===== src/hdl/ice_app_pkg.sv =====
`default_nettype none

package ice_app_pkg;

    // ============================================================
    // Frame geometry
    // ============================================================
    localparam int MSG_LEN         = 64;
    localparam int RESP_LEN        = 64;
    localparam int MSG_TYPE_LEN    = 8;                     // Top byte of a message
    localparam int MSG_ARG_LEN     = MSG_LEN - MSG_TYPE_LEN;
    localparam int TURNAROUND_BITS = 8;                     // Rising edges before response

    // Counts up to RESP_LEN in the response phase
    localparam int BIT_CNT_W = $clog2(RESP_LEN + 1);

    // ============================================================
    // Idle watchdog
    // ============================================================
    localparam int IDLE_TIMEOUT_CYCLES = 256;               // img_clk cycles
    localparam int IDLE_CNT_W          = $clog2(IDLE_TIMEOUT_CYCLES);

    localparam int LED_WIDTH = 4;

    // ============================================================
    // Message types
    // ============================================================
    localparam logic [MSG_TYPE_LEN-1:0] MSG_TYPE_NOP       = 8'h00;
    localparam logic [MSG_TYPE_LEN-1:0] MSG_TYPE_LED_SET   = 8'h01;
    localparam logic [MSG_TYPE_LEN-1:0] MSG_TYPE_IMG_RESET = 8'h02;
    localparam logic [MSG_TYPE_LEN-1:0] MSG_TYPE_ECHO      = 8'h80;   // Only type with a response

    // Type field goes out first on the wire
    typedef struct packed {
        logic [MSG_TYPE_LEN-1:0] msg_type;
        logic [MSG_ARG_LEN-1:0]  arg;
    } msg_t;

    typedef logic [RESP_LEN-1:0] resp_t;

endpackage

`default_nettype wire

===== src/hdl/spi_msg_if.sv =====
`default_nettype none

interface spi_msg_if;
    import ice_app_pkg::*;

    logic  msg_valid;   // One-cycle pulse per message
    msg_t  msg;         // Held until the next start bit
    resp_t resp;
    logic  resp_en;     // Send resp after the turnaround

    modport engine (
        output msg_valid,
        output msg,
        input  resp,
        input  resp_en
    );

    modport decoder (
        input  msg_valid,
        input  msg,
        output resp,
        output resp_en
    );

endinterface

`default_nettype wire


===== src/hdl/ice_app_top.sv =====
`default_nettype none

module ice_app_top (
    input  logic                               img_clk,
    input  logic                               spi_rst_,
    input  logic                               spi_clk,
    input  logic                               spi_data_in,
    output logic                               spi_data_out,
    output logic                               spi_data_oe,
    output logic [ice_app_pkg::LED_WIDTH-1:0]  ice_led,
    output logic                               img_rst_
);

    // Synced pin strobes
    logic rise;
    logic fall;
    logic data;

    spi_msg_if msg_bus ();

    // ============================================================
    // SPI pins into the img_clk domain
    // ============================================================
    spi_pin_sync i_spi_pin_sync (
        .img_clk     (img_clk),
        .spi_rst_    (spi_rst_),
        .spi_clk     (spi_clk),
        .spi_data_in (spi_data_in),
        .rise        (rise),
        .fall        (fall),
        .data        (data)
    );

    // ============================================================
    // Framing and command decode
    // ============================================================
    spi_frame_engine i_spi_frame_engine (
        .img_clk      (img_clk),
        .spi_rst_     (spi_rst_),
        .rise         (rise),
        .fall         (fall),
        .data         (data),
        .msg_bus      (msg_bus.engine),
        .spi_data_out (spi_data_out),
        .spi_data_oe  (spi_data_oe)
    );

    // Outputs settle 5 img_clk cycles after the last message bit
    msg_decoder i_msg_decoder (
        .img_clk  (img_clk),
        .spi_rst_ (spi_rst_),
        .msg_bus  (msg_bus.decoder),
        .ice_led  (ice_led),
        .img_rst_ (img_rst_)
    );

endmodule

`default_nettype wire


===== src/hdl/msg_decoder.sv =====
`default_nettype none

module msg_decoder (
    input  logic                               img_clk,
    input  logic                               spi_rst_,
    spi_msg_if.decoder                         msg_bus,
    output logic [ice_app_pkg::LED_WIDTH-1:0]  ice_led,
    output logic                               img_rst_
);
    import ice_app_pkg::*;

    logic is_echo;

    assign is_echo = (msg_bus.msg.msg_type == MSG_TYPE_ECHO);

    // ============================================================
    // Command execution
    // ============================================================
    always_ff @(posedge img_clk or negedge spi_rst_) begin
        if (!spi_rst_) begin
            ice_led         <= '0;
            img_rst_        <= 1'b0;             // Sensor held in reset
            msg_bus.resp_en <= 1'b0;
        end else if (msg_bus.msg_valid) begin
            case (msg_bus.msg.msg_type)
            MSG_TYPE_LED_SET: begin
                ice_led         <= msg_bus.msg.arg[LED_WIDTH-1:0];
                msg_bus.resp_en <= 1'b0;
            end

            MSG_TYPE_IMG_RESET: begin
                img_rst_        <= msg_bus.msg.arg[0];
                msg_bus.resp_en <= 1'b0;
            end

            MSG_TYPE_ECHO: begin
                msg_bus.resp_en <= 1'b1;
            end

            // Nop and unknown codes
            default: begin
                msg_bus.resp_en <= 1'b0;
            end
            endcase
        end
    end

    // Echo response, argument in the upper bits
    always_ff @(posedge img_clk) begin
        if (msg_bus.msg_valid && is_echo) begin
            msg_bus.resp <= {msg_bus.msg.arg, {(RESP_LEN - MSG_ARG_LEN){1'b0}}};
        end
    end

    // Engine hands over a fully shifted message
    assert property (@(posedge img_clk) disable iff (!spi_rst_)
        msg_bus.msg_valid |-> !$isunknown(msg_bus.msg));

endmodule

`default_nettype wire


===== src/hdl/spi_frame_engine.sv =====
`default_nettype none

module spi_frame_engine (
    input  logic       img_clk,
    input  logic       spi_rst_,
    input  logic       rise,
    input  logic       fall,
    input  logic       data,
    spi_msg_if.engine  msg_bus,
    output logic       spi_data_out,
    output logic       spi_data_oe
);
    import ice_app_pkg::*;

    typedef enum logic [1:0] {
        ST_HUNT,        // Waiting for the start bit
        ST_MSG,
        ST_TURN,
        ST_RESP
    } frame_state_t;

    frame_state_t           state;
    logic [BIT_CNT_W-1:0]   bit_cnt;
    logic [IDLE_CNT_W-1:0]  idle_cnt;
    logic [MSG_LEN-1:0]     msg_sr;
    resp_t                  resp_sr;

    logic msg_last;
    logic turn_last;
    logic resp_done;
    logic idle_timeout;
    logic shift_in;
    logic resp_load;
    logic resp_shift;

    // ============================================================
    // Bit position decode
    // ============================================================
    assign msg_last  = (bit_cnt == BIT_CNT_W'(MSG_LEN - 1));
    assign turn_last = (bit_cnt == BIT_CNT_W'(TURNAROUND_BITS - 1));
    assign resp_done = (bit_cnt == BIT_CNT_W'(RESP_LEN));

    // No rise strobe for too long in the middle of a frame
    assign idle_timeout = (state != ST_HUNT) && !rise &&
                          (idle_cnt == IDLE_CNT_W'(IDLE_TIMEOUT_CYCLES - 1));

    assign shift_in   = (state == ST_MSG) && rise;
    assign resp_load  = (state == ST_TURN) && rise && turn_last && msg_bus.resp_en;
    assign resp_shift = (state == ST_RESP) && fall && !resp_done;

    assign msg_bus.msg = msg_t'(msg_sr);

    // ============================================================
    // Frame FSM
    // ============================================================
    always_ff @(posedge img_clk or negedge spi_rst_) begin
        if (!spi_rst_) begin
            state             <= ST_HUNT;
            bit_cnt           <= '0;
            idle_cnt          <= '0;
            msg_bus.msg_valid <= 1'b0;
            spi_data_oe       <= 1'b0;
            spi_data_out      <= 1'b0;
        end else begin
            msg_bus.msg_valid <= 1'b0;              // Pulse

            if (rise || state == ST_HUNT) begin
                idle_cnt <= '0;
            end else begin
                idle_cnt <= idle_cnt + 1'b1;
            end

            if (idle_timeout) begin
                // Drop the partial frame
                state        <= ST_HUNT;
                spi_data_oe  <= 1'b0;
                spi_data_out <= 1'b0;
            end else begin
                case (state)
                ST_HUNT: begin
                    if (rise && data) begin         // First 1 is the start bit
                        state   <= ST_MSG;
                        bit_cnt <= '0;
                    end
                end

                ST_MSG: begin
                    if (rise) begin
                        if (msg_last) begin
                            state             <= ST_TURN;
                            bit_cnt           <= '0;
                            msg_bus.msg_valid <= 1'b1;
                        end else begin
                            bit_cnt <= bit_cnt + 1'b1;
                        end
                    end
                end

                ST_TURN: begin
                    if (rise) begin
                        if (turn_last) begin
                            // Decoder finished long ago
                            state   <= msg_bus.resp_en ? ST_RESP : ST_HUNT;
                            bit_cnt <= '0;
                        end else begin
                            bit_cnt <= bit_cnt + 1'b1;
                        end
                    end
                end

                ST_RESP: begin
                    if (fall) begin
                        if (resp_done) begin        // Fall after the last host sample
                            state        <= ST_HUNT;
                            spi_data_oe  <= 1'b0;
                            spi_data_out <= 1'b0;
                        end else begin
                            spi_data_oe  <= 1'b1;
                            spi_data_out <= resp_sr[RESP_LEN-1];
                            bit_cnt      <= bit_cnt + 1'b1;
                        end
                    end
                end

                default: state <= ST_HUNT;
                endcase
            end
        end
    end

    // ============================================================
    // Shift registers
    // ============================================================
    always_ff @(posedge img_clk) begin
        if (shift_in) begin
            msg_sr <= {msg_sr[MSG_LEN-2:0], data};  // MSB first
        end
    end

    always_ff @(posedge img_clk) begin
        if (resp_load) begin
            resp_sr <= msg_bus.resp;
        end else if (resp_shift) begin
            resp_sr <= {resp_sr[RESP_LEN-2:0], 1'b0};
        end
    end

    // Line belongs to the host until the turnaround is over
    assert property (@(posedge img_clk) disable iff (!spi_rst_)
        (state == ST_HUNT || state == ST_MSG) |-> !spi_data_oe);

    assert property (@(posedge img_clk) disable iff (!spi_rst_)
        msg_bus.msg_valid |=> !msg_bus.msg_valid);

endmodule

`default_nettype wire


===== src/hdl/spi_pin_sync.sv =====
`default_nettype none

module spi_pin_sync (
    input  logic img_clk,
    input  logic spi_rst_,
    input  logic spi_clk,
    input  logic spi_data_in,
    output logic rise,
    output logic fall,
    output logic data
);

    // Bit 1 is spi_clk, bit 0 is the data pin
    logic [1:0] pin_meta;
    logic [1:0] pin_sync;
    logic       clk_prev;       // Synced clock one cycle back

    // ============================================================
    // Two-flop synchronizer and edge detect
    // ============================================================
    always_ff @(posedge img_clk or negedge spi_rst_) begin
        if (!spi_rst_) begin
            pin_meta <= '0;
            pin_sync <= '0;
            clk_prev <= 1'b0;
            rise     <= 1'b0;
            fall     <= 1'b0;
            data     <= 1'b0;
        end else begin
            pin_meta <= {spi_clk, spi_data_in};
            pin_sync <= pin_meta;
            clk_prev <= pin_sync[1];

            rise <= pin_sync[1] && !clk_prev;
            fall <= !pin_sync[1] && clk_prev;

            // Extra stage so data lines up with rise
            data <= pin_sync[0];
        end
    end

    // Host keeps data steady while spi_clk rises
    assert property (@(posedge img_clk) disable iff (!spi_rst_)
        (pin_sync[1] && !clk_prev) |-> (pin_sync[0] == data));

endmodule

`default_nettype wire


===== config.mk =====
export PLATFORM = sky130hd
export DESIGN_NAME = ice_app_top
export DESIGN_NICKNAME = d
export VERILOG_FILES = /design/src/hdl/ice_app_pkg.sv /design/src/hdl/spi_msg_if.sv /design/src/hdl/ice_app_top.sv /design/src/hdl/msg_decoder.sv /design/src/hdl/spi_frame_engine.sv /design/src/hdl/spi_pin_sync.sv
export SDC_FILE = /design/constraint.sdc
export NUM_CORES = 1
export LEC_CHECK = 0
export BUFFER_PORTS_ARGS = -buffer_cell sky130_fd_sc_hd__buf_2
export CAP_MARGIN = 20
export CORE_ASPECT_RATIO = 0.5
export CORE_MARGIN = 3
export CORE_UTILIZATION = 36
export CTS_BUF_LIST = sky130_fd_sc_hd__clkbuf_8
export DETAILED_ROUTE_END_ITERATION = 8
export SLEW_MARGIN = 0
export SYNTH_ARGS = -nofsm -noshare
export SYNTH_HDL_FRONTEND = slang
export SYNTH_SLANG_ARGS = --single-unit
export TNS_END_PERCENT = 5

===== constraint.sdc =====
create_clock -name img_clk -period 21.8 [get_ports img_clk]
set_input_delay 4.36 -clock img_clk [delete_from_list [all_inputs] [get_ports img_clk]]
set_output_delay 4.36 -clock img_clk [all_outputs]
set_load 0.005 [all_outputs]

==> results.cfg, run 1 <==
[run]
maxCapViolCount = 0

[sta]
fmax_mhz = 186
slew_headroom_pct = 44.9
fin_crit_ns = 5.39
finalSetupViolations = 0
slew_viol_final = 0
setup_tns_ns = 0
finalCritPeriodShare_pct = 24.7
grt_setup_unrepaired = no
tightest_slew_ns = 0.824
fin_skew_ns = 0.0150
layout_setup_ws_ns = 16.41
finalHoldViolCount = 0

[cells_and_area]
drive_gt1_share_pct = 21.5
fin_area_sq_um = 8520
n_antenna_cell = 0
area_growth_syn_to_layout_pct = 12.3
fin_nets = 432
nFillCells = 1731
mostFrequentLayoutCell = edfxtp_1
final_core_utilization_pct = 42.5
final_cell_mix = edfxtp_1, dfrtp_1, clkbuf_8, mux2_2, mux2_1

[yosys]
ys_ff_latch = 210
avgSynthCellArea_sq_um = 19.5
synth.net_count = 395
synth.distinct_cells = 49
yosys_warnings = 0
syn-instance-count = 388
yosysSeqAreaShare_pct = 80.9
syn-cell-area_sq_um = 7580

[critical_path]
r2r-start = i_spi_frame_engine.state[1]$_DFFE_PN0P_
path_class = flip-flop to output port
crit_fanout = 2
crit_slowest_cell = dfrtp_1
worst-path-buf-inv = 1
required_ns = 17.44
endpoint_kind = output port
crit_family = flip-flops
cpPeakStageDelay_ns = 0.37
critPathLaunch = i_msg_decoder.ice_led[1]$_DFFE_PN0P_
path_cells = buf_2
r2r_slack_ns = 18.75
startpoint_type = flip-flop
arrival_ns = 1.03

[global_routing]
grt_max_degree = 58
use_met2_pct = 15.1
first_global_vias = 3490
grt_use_met3_pct = 2.07
use_met1_pct = 13.7
grt_pass1_wl_mm = 18.0
grt_remaining_overflow = 0
antenna_found_initial = 0
grt-busiest-layer = met2
grtUsageTotal_pct = 9.74

[clocking]
post_cts_resized = 0
clk_pin_slew_ns = 0.06
clock-sinks = 210
numCtsBuffers = 31
h-tree-depth = 1
insertion_delay_ns = 0.54
cts_buffer_depth = 3
cts_setup_buffers = 0
ctsHoldBuffers = 0
root_buffer = clkbuf_8
cts_tree = done

[routing]
viasPerCell = 4.66
routed-via-count = 3321
dr.pass1.iters = 4
wl_per_cell_um = 14.8
drt_wl_total_mm = 10.6
ant_nets = 0
route.detailed.drc = 0
drt_iter0_drc = 190

[pwr]
power.density_nw_per_um2 = 91.6
vdd_drop_max_v = 0.0000531
leakage_nw = 2.47

[placed_design]
gp_routability_congestion = 0.738
io_buffers = 10
dp_slack_ns = 16.75
detailed_place.area_sq_um = 7940
hpwl_mm = 5.48

[worst_hold_path]
hold_path.class = flip-flop to flip-flop
hold_start = i_spi_pin_sync.pin_sync[0]$_DFF_PN0_

[floorplan]
num_rows = 36
start_util_pct = 37.8
die_area_sq_um = 23000
core-area_sq_um = 20000
io_pins = 11
dieHeight_um = 109
die_w_um = 211

[status]
outcome = finished clean
-- worst paths after layout --
| check | to | cells after the start |
|---|---|---|
| setup reg to reg | i_spi_frame_engine.resp_sr[11]$_DFFE_PP_ | 6 |
| max in group asynchronous | i_spi_frame_engine.bit_cnt[6]$_DFFE_PN0P_ | 1 |
| hold reg to reg | i_spi_pin_sync.data$_DFF_PN0_ | 0 |
| hold / removal | i_spi_pin_sync.data$_DFF_PN0_ | 0 |
| setup / recovery | ice_led[1] | 1 |
| min in group asynchronous | i_spi_frame_engine.idle_cnt[1]$_DFF_PN0_ | 1 |
-- metal layers --
metal / part of all wire [%] / wire length (um) / vias up
li1: - / - / 1576
met4: 2.6 / 278 / 0
met2: 44 / 4690 / 36
met3: 2.5 / 263 / 19
met1: 51 / 5350 / 1690
met5: 0 / 0 / -
-- synth_stat cells, drive strengths merged --
cell | n | area (sq um)
edfxtp | 176 | 5290
mux2 | 60 | 676
dfrtp | 34 | 851
nor2 | 12 | 45.0
buf | 11 | 78.8
inv | 10 | 37.5
a21oi | 9 | 45.0
nand2 | 9 | 33.8
nand3 | 8 | 40.0
nor4b | 6 | 58.8
o21ai | 5 | 25.0
ha | 3 | 37.5
nand3b | 3 | 22.5
nor3 | 3 | 31.3
nor3b | 3 | 22.5
nor4 | 3 | 33.8
o22ai | 3 | 18.8
or2 | 3 | 18.8
or3 | 3 | 23.8
a22o | 2 | 17.5
and3 | 2 | 12.5
nor2b | 2 | 12.5
o21bai | 2 | 26.3
xnor2 | 2 | 17.5
xor2 | 2 | 17.5
a211o | 1 | 8.76
a211oi | 1 | 7.51
a21o | 1 | 7.51
a311o | 1 | 10.0
and2 | 1 | 6.26
nand2b | 1 | 6.26
nand4 | 1 | 6.26
o211ai | 1 | 7.51
o21a | 1 | 7.51
o221a | 1 | 11.3
o221ai | 1 | 8.76
o311ai | 1 | 8.76
-- registers in the layout (all words and copies together), names as in the netlist, 2 cells and up --
| name | count |
|---|---|
| i_spi_frame_engine.msg_bus.msg | 64 |
| i_spi_pin_sync.pin_sync | 2 |
| i_spi_frame_engine.resp_sr | 56 |
| i_spi_frame_engine.idle_cnt | 8 |
| i_spi_pin_sync.pin_meta | 2 |
| i_spi_frame_engine.bit_cnt | 7 |
| i_msg_decoder.ice_led | 4 |
| i_spi_frame_engine.state | 2 |
| i_msg_decoder.msg_bus.resp | 56 |
-- power by group --
group          total, mW  internal, mW  switching [mW]
clock network      0.289         0.151           0.138
logic             0.0296       0.00949          0.0201
registers          0.462         0.450          0.0116
-- through the flow --
step                      power (mW)  hold slack (ns)  cells
after CTS                      0.793            0.351    713
after detailed placement       0.500            0.337    658
after floorplan                0.492            0.331    388
after global placement         0.499            0.335    658
final                          0.780            0.349    713
after global routing           0.817            0.359    713
-- logic make-up (layout without fill, tap and decap cells) --
group | count (synthesis) | count (layout) | synth area share [%]
AO/OA/AOI/OAI | 30 | 30 | 2.77
AND/OR/NAND/NOR | 60 | 60 | 4.93
multiplexers | 60 | 60 | 8.91
XOR/XNOR | 4 | 4 | 0.462
buffers and inverters | 21 | 80 | 1.53
adder cells (fa/ha/maj) | 3 | 3 | 0.495
flip-flops | 210 | 210 | 80.9
-- final cells by class --
cell class	instances	area, sq um	area share, %
Sequential cell	210	6140	72.1
Multi-Input combinational cell	157	1350	15.9
Clock buffer	33	454	5.33
Tap cell	266	333	3.91
Clock inverter	22	118	1.38
Timing Repair Buffer	15	87.6	1.03
Inverter	10	37.5	0.441
(Power assumes the default switching activity.)
==> run 2: changes to the inputs <==
Clock period 21.8 ns to 5.15 ns, I/O delays scaled along.
==> run 2 against run 1 <==
Net effect: die area stayed put; clock skew is 0.0025 ns lower; largest power group unchanged; hold slack worse by 0.0059 ns; worst setup slack worse by 14 ns; global-route usage is 0.54 points lower; critical path type is now flip-flop to flip-flop.
==> results.cfg, run 2 (synthesized netlist as in run 1, its figures left out) <==
[sta]
setup_tns_ns = 0
fin_skew_ns = 0.0126
layout_setup_ws_ns = 2.66
slew_headroom_pct = 48.8
tightest_slew_ns = 0.768
slew_viol_final = 0
grt_setup_unrepaired = no
fin_crit_ns = 2.49
finalCritPeriodShare_pct = 48.3
finalHoldViolCount = 0
finalSetupViolations = 0
fmax_mhz = 402

[routing]
viasPerCell = 4.65
dr.pass1.iters = 4
routed-via-count = 3308
wl_per_cell_um = 14.5
drt_iter0_drc = 203
drt_wl_total_mm = 10.3
route.detailed.drc = 0
ant_nets = 0

[critical_path]
path_class = flip-flop to flip-flop
reg2reg_to = i_spi_frame_engine.resp_sr[21]$_DFFE_PP_
endpoint_kind = flip-flop
crit_slowest_cell = dfrtp_1
r2r-start = i_spi_frame_engine.state[1]$_DFFE_PN0P_
r2r_slack_ns = 2.66
r2r.worst_path.cells = 5
arrival_ns = 2.74
crit_fanout = 56
startpoint_type = flip-flop
cpPeakStageDelay_ns = 0.68
path_cells = and3_1 -> nand2_1 -> nor3_4 -> buf_4 -> mux2_2
required_ns = 5.41

[placed_design]
placed_cells = 658
io_buffers = 10
gp_routability_congestion = 0.730
dp_slack_ns = 2.37
hpwl_mm = 5.50

[cells_and_area]
final_cell_count_no_fill = 712
mostFrequentLayoutCell = edfxtp_1
area_growth_syn_to_layout_pct = 12.2
n_antenna_cell = 0
final_cell_mix = edfxtp_1, dfrtp_1, mux2_2, clkbuf_8, mux2_1
final_core_utilization_pct = 42.5
fin_nets = 431
drive_gt1_share_pct = 21.3
largest_reg_flops = 64

[run]
maxCapViolCount = 0

[floorplan]
io_pins = 11
die_w_um = 211
start_util_pct = 37.8
dieHeight_um = 109
num_rows = 36
core-area_sq_um = 20000
die_area_sq_um = 23000

[pwr]
p_int_mw = 2.55
netSwitchingFraction_pct = 21.5
p_total_mw = 3.25
comb_power_share_pct = 3.9
pwr-share-seq_pct = 60.2
vdd_drop_max_v = 0.000225
switchingPower_mw = 0.698
leakage_nw = 2.50
p_clk_share_pct = 35.8
power.density_nw_per_um2 = 381

[clocking]
cts_buffer_depth = 3
cts_setup_buffers = 0
ctsHoldBuffers = 0
numCtsBuffers = 29
clk_pin_slew_ns = 0.07
cts_tree = done
post_cts_resized = 0
root_buffer = clkbuf_8
insertion_delay_ns = 0.51
clock-sinks = 210
h-tree-depth = 1

[global_routing]
grt_max_degree = 58
grtUsageTotal_pct = 9.20
antenna_found_initial = 0
grt_remaining_overflow = 0
grt_pass1_wl_mm = 17.2
first_global_vias = 3441

[worst_hold_path]
hold_depth = 0
hold_path.class = flip-flop to flip-flop
min_to = i_spi_pin_sync.pin_sync[0]$_DFF_PN0_
hold_start = i_spi_pin_sync.pin_meta[0]$_DFF_PN0_

[status]
outcome = finished clean
-- run 2: critical path, delay by kind of cell, from the launching register on --
| kind | cells | cell delay, ns |
|---|---|---|
| buf+inv | 1 | 0.60 |
| flops | 1 | 0.68 |
| mux | 1 | 0.41 |
| simple gates | 3 | 0.47 |
-- run 2: worst max-delay path by stage --
stage | from | to
after global placement | i_spi_frame_engine.state[1]$_DFFE_PN0P_ | i_spi_frame_engine.resp_sr[20]$_DFFE_PP_
after floorplan | i_spi_frame_engine.state[1]$_DFFE_PN0P_ | i_spi_frame_engine.msg_bus.msg[0]$_DFFE_PP_
after detailed placement | i_spi_frame_engine.state[1]$_DFFE_PN0P_ | i_spi_frame_engine.resp_sr[20]$_DFFE_PP_
after global routing | i_spi_frame_engine.state[1]$_DFFE_PN0P_ | i_spi_frame_engine.resp_sr[31]$_DFFE_PP_
after CTS | i_spi_frame_engine.state[1]$_DFFE_PN0P_ | i_spi_frame_engine.resp_sr[20]$_DFFE_PP_
final | i_spi_frame_engine.state[1]$_DFFE_PN0P_ | i_spi_frame_engine.resp_sr[21]$_DFFE_PP_
-- run 2: metal layers --
layer  global-route usage [%]  vias to the layer above  wire length (um)
met1                     12.8                     1679              5140
met2                     14.6                       36              4680
met3                     2.16                       14               320
met4                     2.82                        0               175
li1                         -                     1579                 -
met5                        0                        -                 0
-- run 2: layout make-up --
| type | count | area (sq um) |
|---|---|---|
| well taps | 266 | 333 |
| multi-input cells | 157 | 1360 |
| inverters | 10 | 37.5 |
| repair buffers | 16 | 108 |
| clock inverters | 22 | 113 |
| fillers | 1715 | 11500 |
| flip-flops and latches | 210 | 6140 |
| clock buffers | 31 | 427 |
-- run 2: power by group through the flow --
stage | combinational [mW] | clock, mW | sequential [mW]
after floorplan | 0.114 | 0 | 1.97
after global placement | 0.126 | 0 | 1.99
after detailed placement | 0.130 | 0 | 1.99
after CTS | 0.130 | 1.22 | 1.96
after global routing | 0.145 | 1.29 | 1.96
final | 0.128 | 1.16 | 1.96
-- run 2: through the flow --
stage	hold slack, ns	area (sq um)
2_1_floorplan	0.331	7590
3_3_place_gp	0.332	7950
3_5_place_dp	0.336	7950
4_1_cts	0.347	8490
5_1_grt	0.363	8510
6_report	0.343	8510
==> run 3: changes to the inputs <==
Clock period 5.15 ns to 2.1 ns, I/O delays scaled along.
==> run 3 against run 2 <==
Net effect: via count up 0.57%; power rose to 2.5 times the previous value; global-route usage increased by 0.27 points; critical path depth down 1; flip-flop and latch count unchanged; combinational power rose to 3.4 times the previous value; maximum frequency rose by 23%; non-clock buffer count grew 15; critical endpoint is now i_spi_frame_engine.resp_sr[35]$_DFFE_PP_.
==> results.cfg, run 3 (synthesized netlist as in run 1, its figures left out) <==
[status]
outcome = finished clean

[critical_path]
worst-path-buf-inv = 1
cpPeakStageDelay_ns = 0.43
startpoint_type = flip-flop
r2r_slack_ns = 0.07
crit_slowest_cell = or3_4
path_class = flip-flop to flip-flop
arrival_ns = 2.29
path_cells = or3_4 -> nor3_4 -> buf_12 -> mux2_1
crit_family = simple AND/OR/NAND/NOR gates
endpoint_kind = flip-flop
crit_fanout = 38
required_ns = 2.37

[worst_hold_path]
hold_path.class = flip-flop to flip-flop

[floorplan]
die_w_um = 211
num_rows = 36
io_pins = 11
dieHeight_um = 109
start_util_pct = 37.8
die_area_sq_um = 23000
core-area_sq_um = 20000

[global_routing]
antenna_found_initial = 0
grtUsageTotal_pct = 9.47
grt_max_degree = 58
grt_pass1_wl_mm = 17.6
first_global_vias = 3462
grt_remaining_overflow = 0

[placed_design]
hpwl_mm = 5.67
placed_cells = 671
gp_routability_congestion = 0.757
io_buffers = 10
dp_slack_ns = 0.0576

[routing]
viasPerCell = 4.56
wl_met1_mm = 5.10
drt_iter0_drc = 287
met2_length_mm = 4.70
ant_nets = 0
drt_wl_total_mm = 10.4
routed-via-count = 3327
route.detailed.drc = 0
wl_per_cell_um = 14.3
highest_layer = met4
met3WireLength_um = 336
dr.pass1.iters = 4

[cells_and_area]
final_cell_count_no_fill = 730
drive_gt1_share_pct = 25.0
area_growth_syn_to_layout_pct = 15.1
largest_reg_flops = 64
fin_nets = 447
mostFrequentLayoutCell = edfxtp_1
final_core_utilization_pct = 43.6
n_antenna_cell = 0
final_cell_mix = edfxtp_1, clkbuf_8, dfrtp_1, mux2_2, mux2_1
nFillCells = 1729

[sta]
finalHoldViolCount = 0
tightest_slew_ns = 0.776
fin_crit_ns = 2.03
fin_skew_ns = 0.0108
grt_setup_unrepaired = yes
fmax_mhz = 493
finalCritPeriodShare_pct = 96.6
slew_viol_final = 0
layout_setup_ws_ns = 0.0722
finalSetupViolations = 0
slew_headroom_pct = 48.2

[clocking]
cts_tree = done
insertion_delay_ns = 0.53
clk_pin_slew_ns = 0.06
root_buffer = clkbuf_8
numCtsBuffers = 30
clock-sinks = 210
cts_buffer_depth = 3
h-tree-depth = 1

[run]
maxCapViolCount = 0

[pwr]
leakage_nw = 2.59
power.density_nw_per_um2 = 943
p_total_mw = 8.23
vdd_drop_max_v = 0.000459
==> run 3: changes by cell type in the layout (fill, tap and decap cells not counted), sizes merged <==
cell / delta
buf: +12
clkbuf: +3
clkinv: +6
dlygate4sd3: +3
inv: -6
==> run 3: timing repair <==
| item | 4_1_cts | 5_1_grt |
|---|---|---|
| hold buffers | 3 | 0 |
| setup endpoints to repair | 0 | 36 |
| resized for setup | 0 | 4 |
| endpoints found under the hold margin | 36 | 0 |
| setup buffers | 0 | 0 |
==> run 3: worst paths after layout <==
path | startpoint | endpoint | depth (start not counted)
setup / recovery | i_spi_frame_engine.bit_cnt[5]$_DFFE_PN0P_ | i_spi_frame_engine.resp_sr[35]$_DFFE_PP_ | 4
hold / removal | i_spi_pin_sync.pin_meta[0]$_DFF_PN0_ | i_spi_pin_sync.pin_sync[0]$_DFF_PN0_ | 0
setup reg to reg | i_spi_frame_engine.bit_cnt[5]$_DFFE_PN0P_ | i_spi_frame_engine.resp_sr[35]$_DFFE_PP_ | 4
hold reg to reg | i_spi_pin_sync.pin_meta[0]$_DFF_PN0_ | i_spi_pin_sync.pin_sync[0]$_DFF_PN0_ | 0
max in group asynchronous | spi_rst_ | i_spi_frame_engine.bit_cnt[1]$_DFFE_PN0P_ | 2
min in group asynchronous | spi_rst_ | i_msg_decoder.ice_led[2]$_DFFE_PN0P_ | 2
==> run 3: layout make-up <==
class	instances	area [sq um]	share of cell area, %
clock buffer	34	468	5.36
clock inverter	22	116	1.33
inverter	10	37.5	0.430
multi-input combinational	157	1370	15.7
sequential	210	6140	70.3
tap	266	333	3.81
timing repair buffer	31	269	3.08
==> run 3: through the flow <==
step                hold WS, ns  cell area [sq um]  TNS (ns)
detailed placement        0.335               8110         0
global placement          0.332               8110         0
finish                    0.348               8730         0
CTS                       0.349               8720         0
floorplan                 0.124               7610   -128.36
global route              0.359               8730  -0.00534
==> run 3: power breakdown <==
part | leakage (nW) | switching (mW) | total, mW | internal (mW)
sequential | 1.76 | 0.0832 | 4.75 | 4.67
combinational | 0.487 | 0.270 | 0.432 | 0.162
clock | 0.339 | 1.44 | 3.05 | 1.61
==> run 3: worst register-to-register path: cells and delay by family (launching register included) <==
family | cells | cell delay (ns)
muxes | 1 | 0.39
DFF | 1 | 0.41
and+or+nand+nor | 2 | 0.71
buffers and inverters | 1 | 0.27
==> run 3: layer usage <==
| layer | up-vias | GRT usage [%] |
|---|---|---|
| li1 | 1614 | - |
| met1 | 1635 | 13.4 |
| met2 | 49 | 14.6 |
| met3 | 29 | 2.04 |
| met4 | 0 | 3.53 |
| met5 | - | 0 |
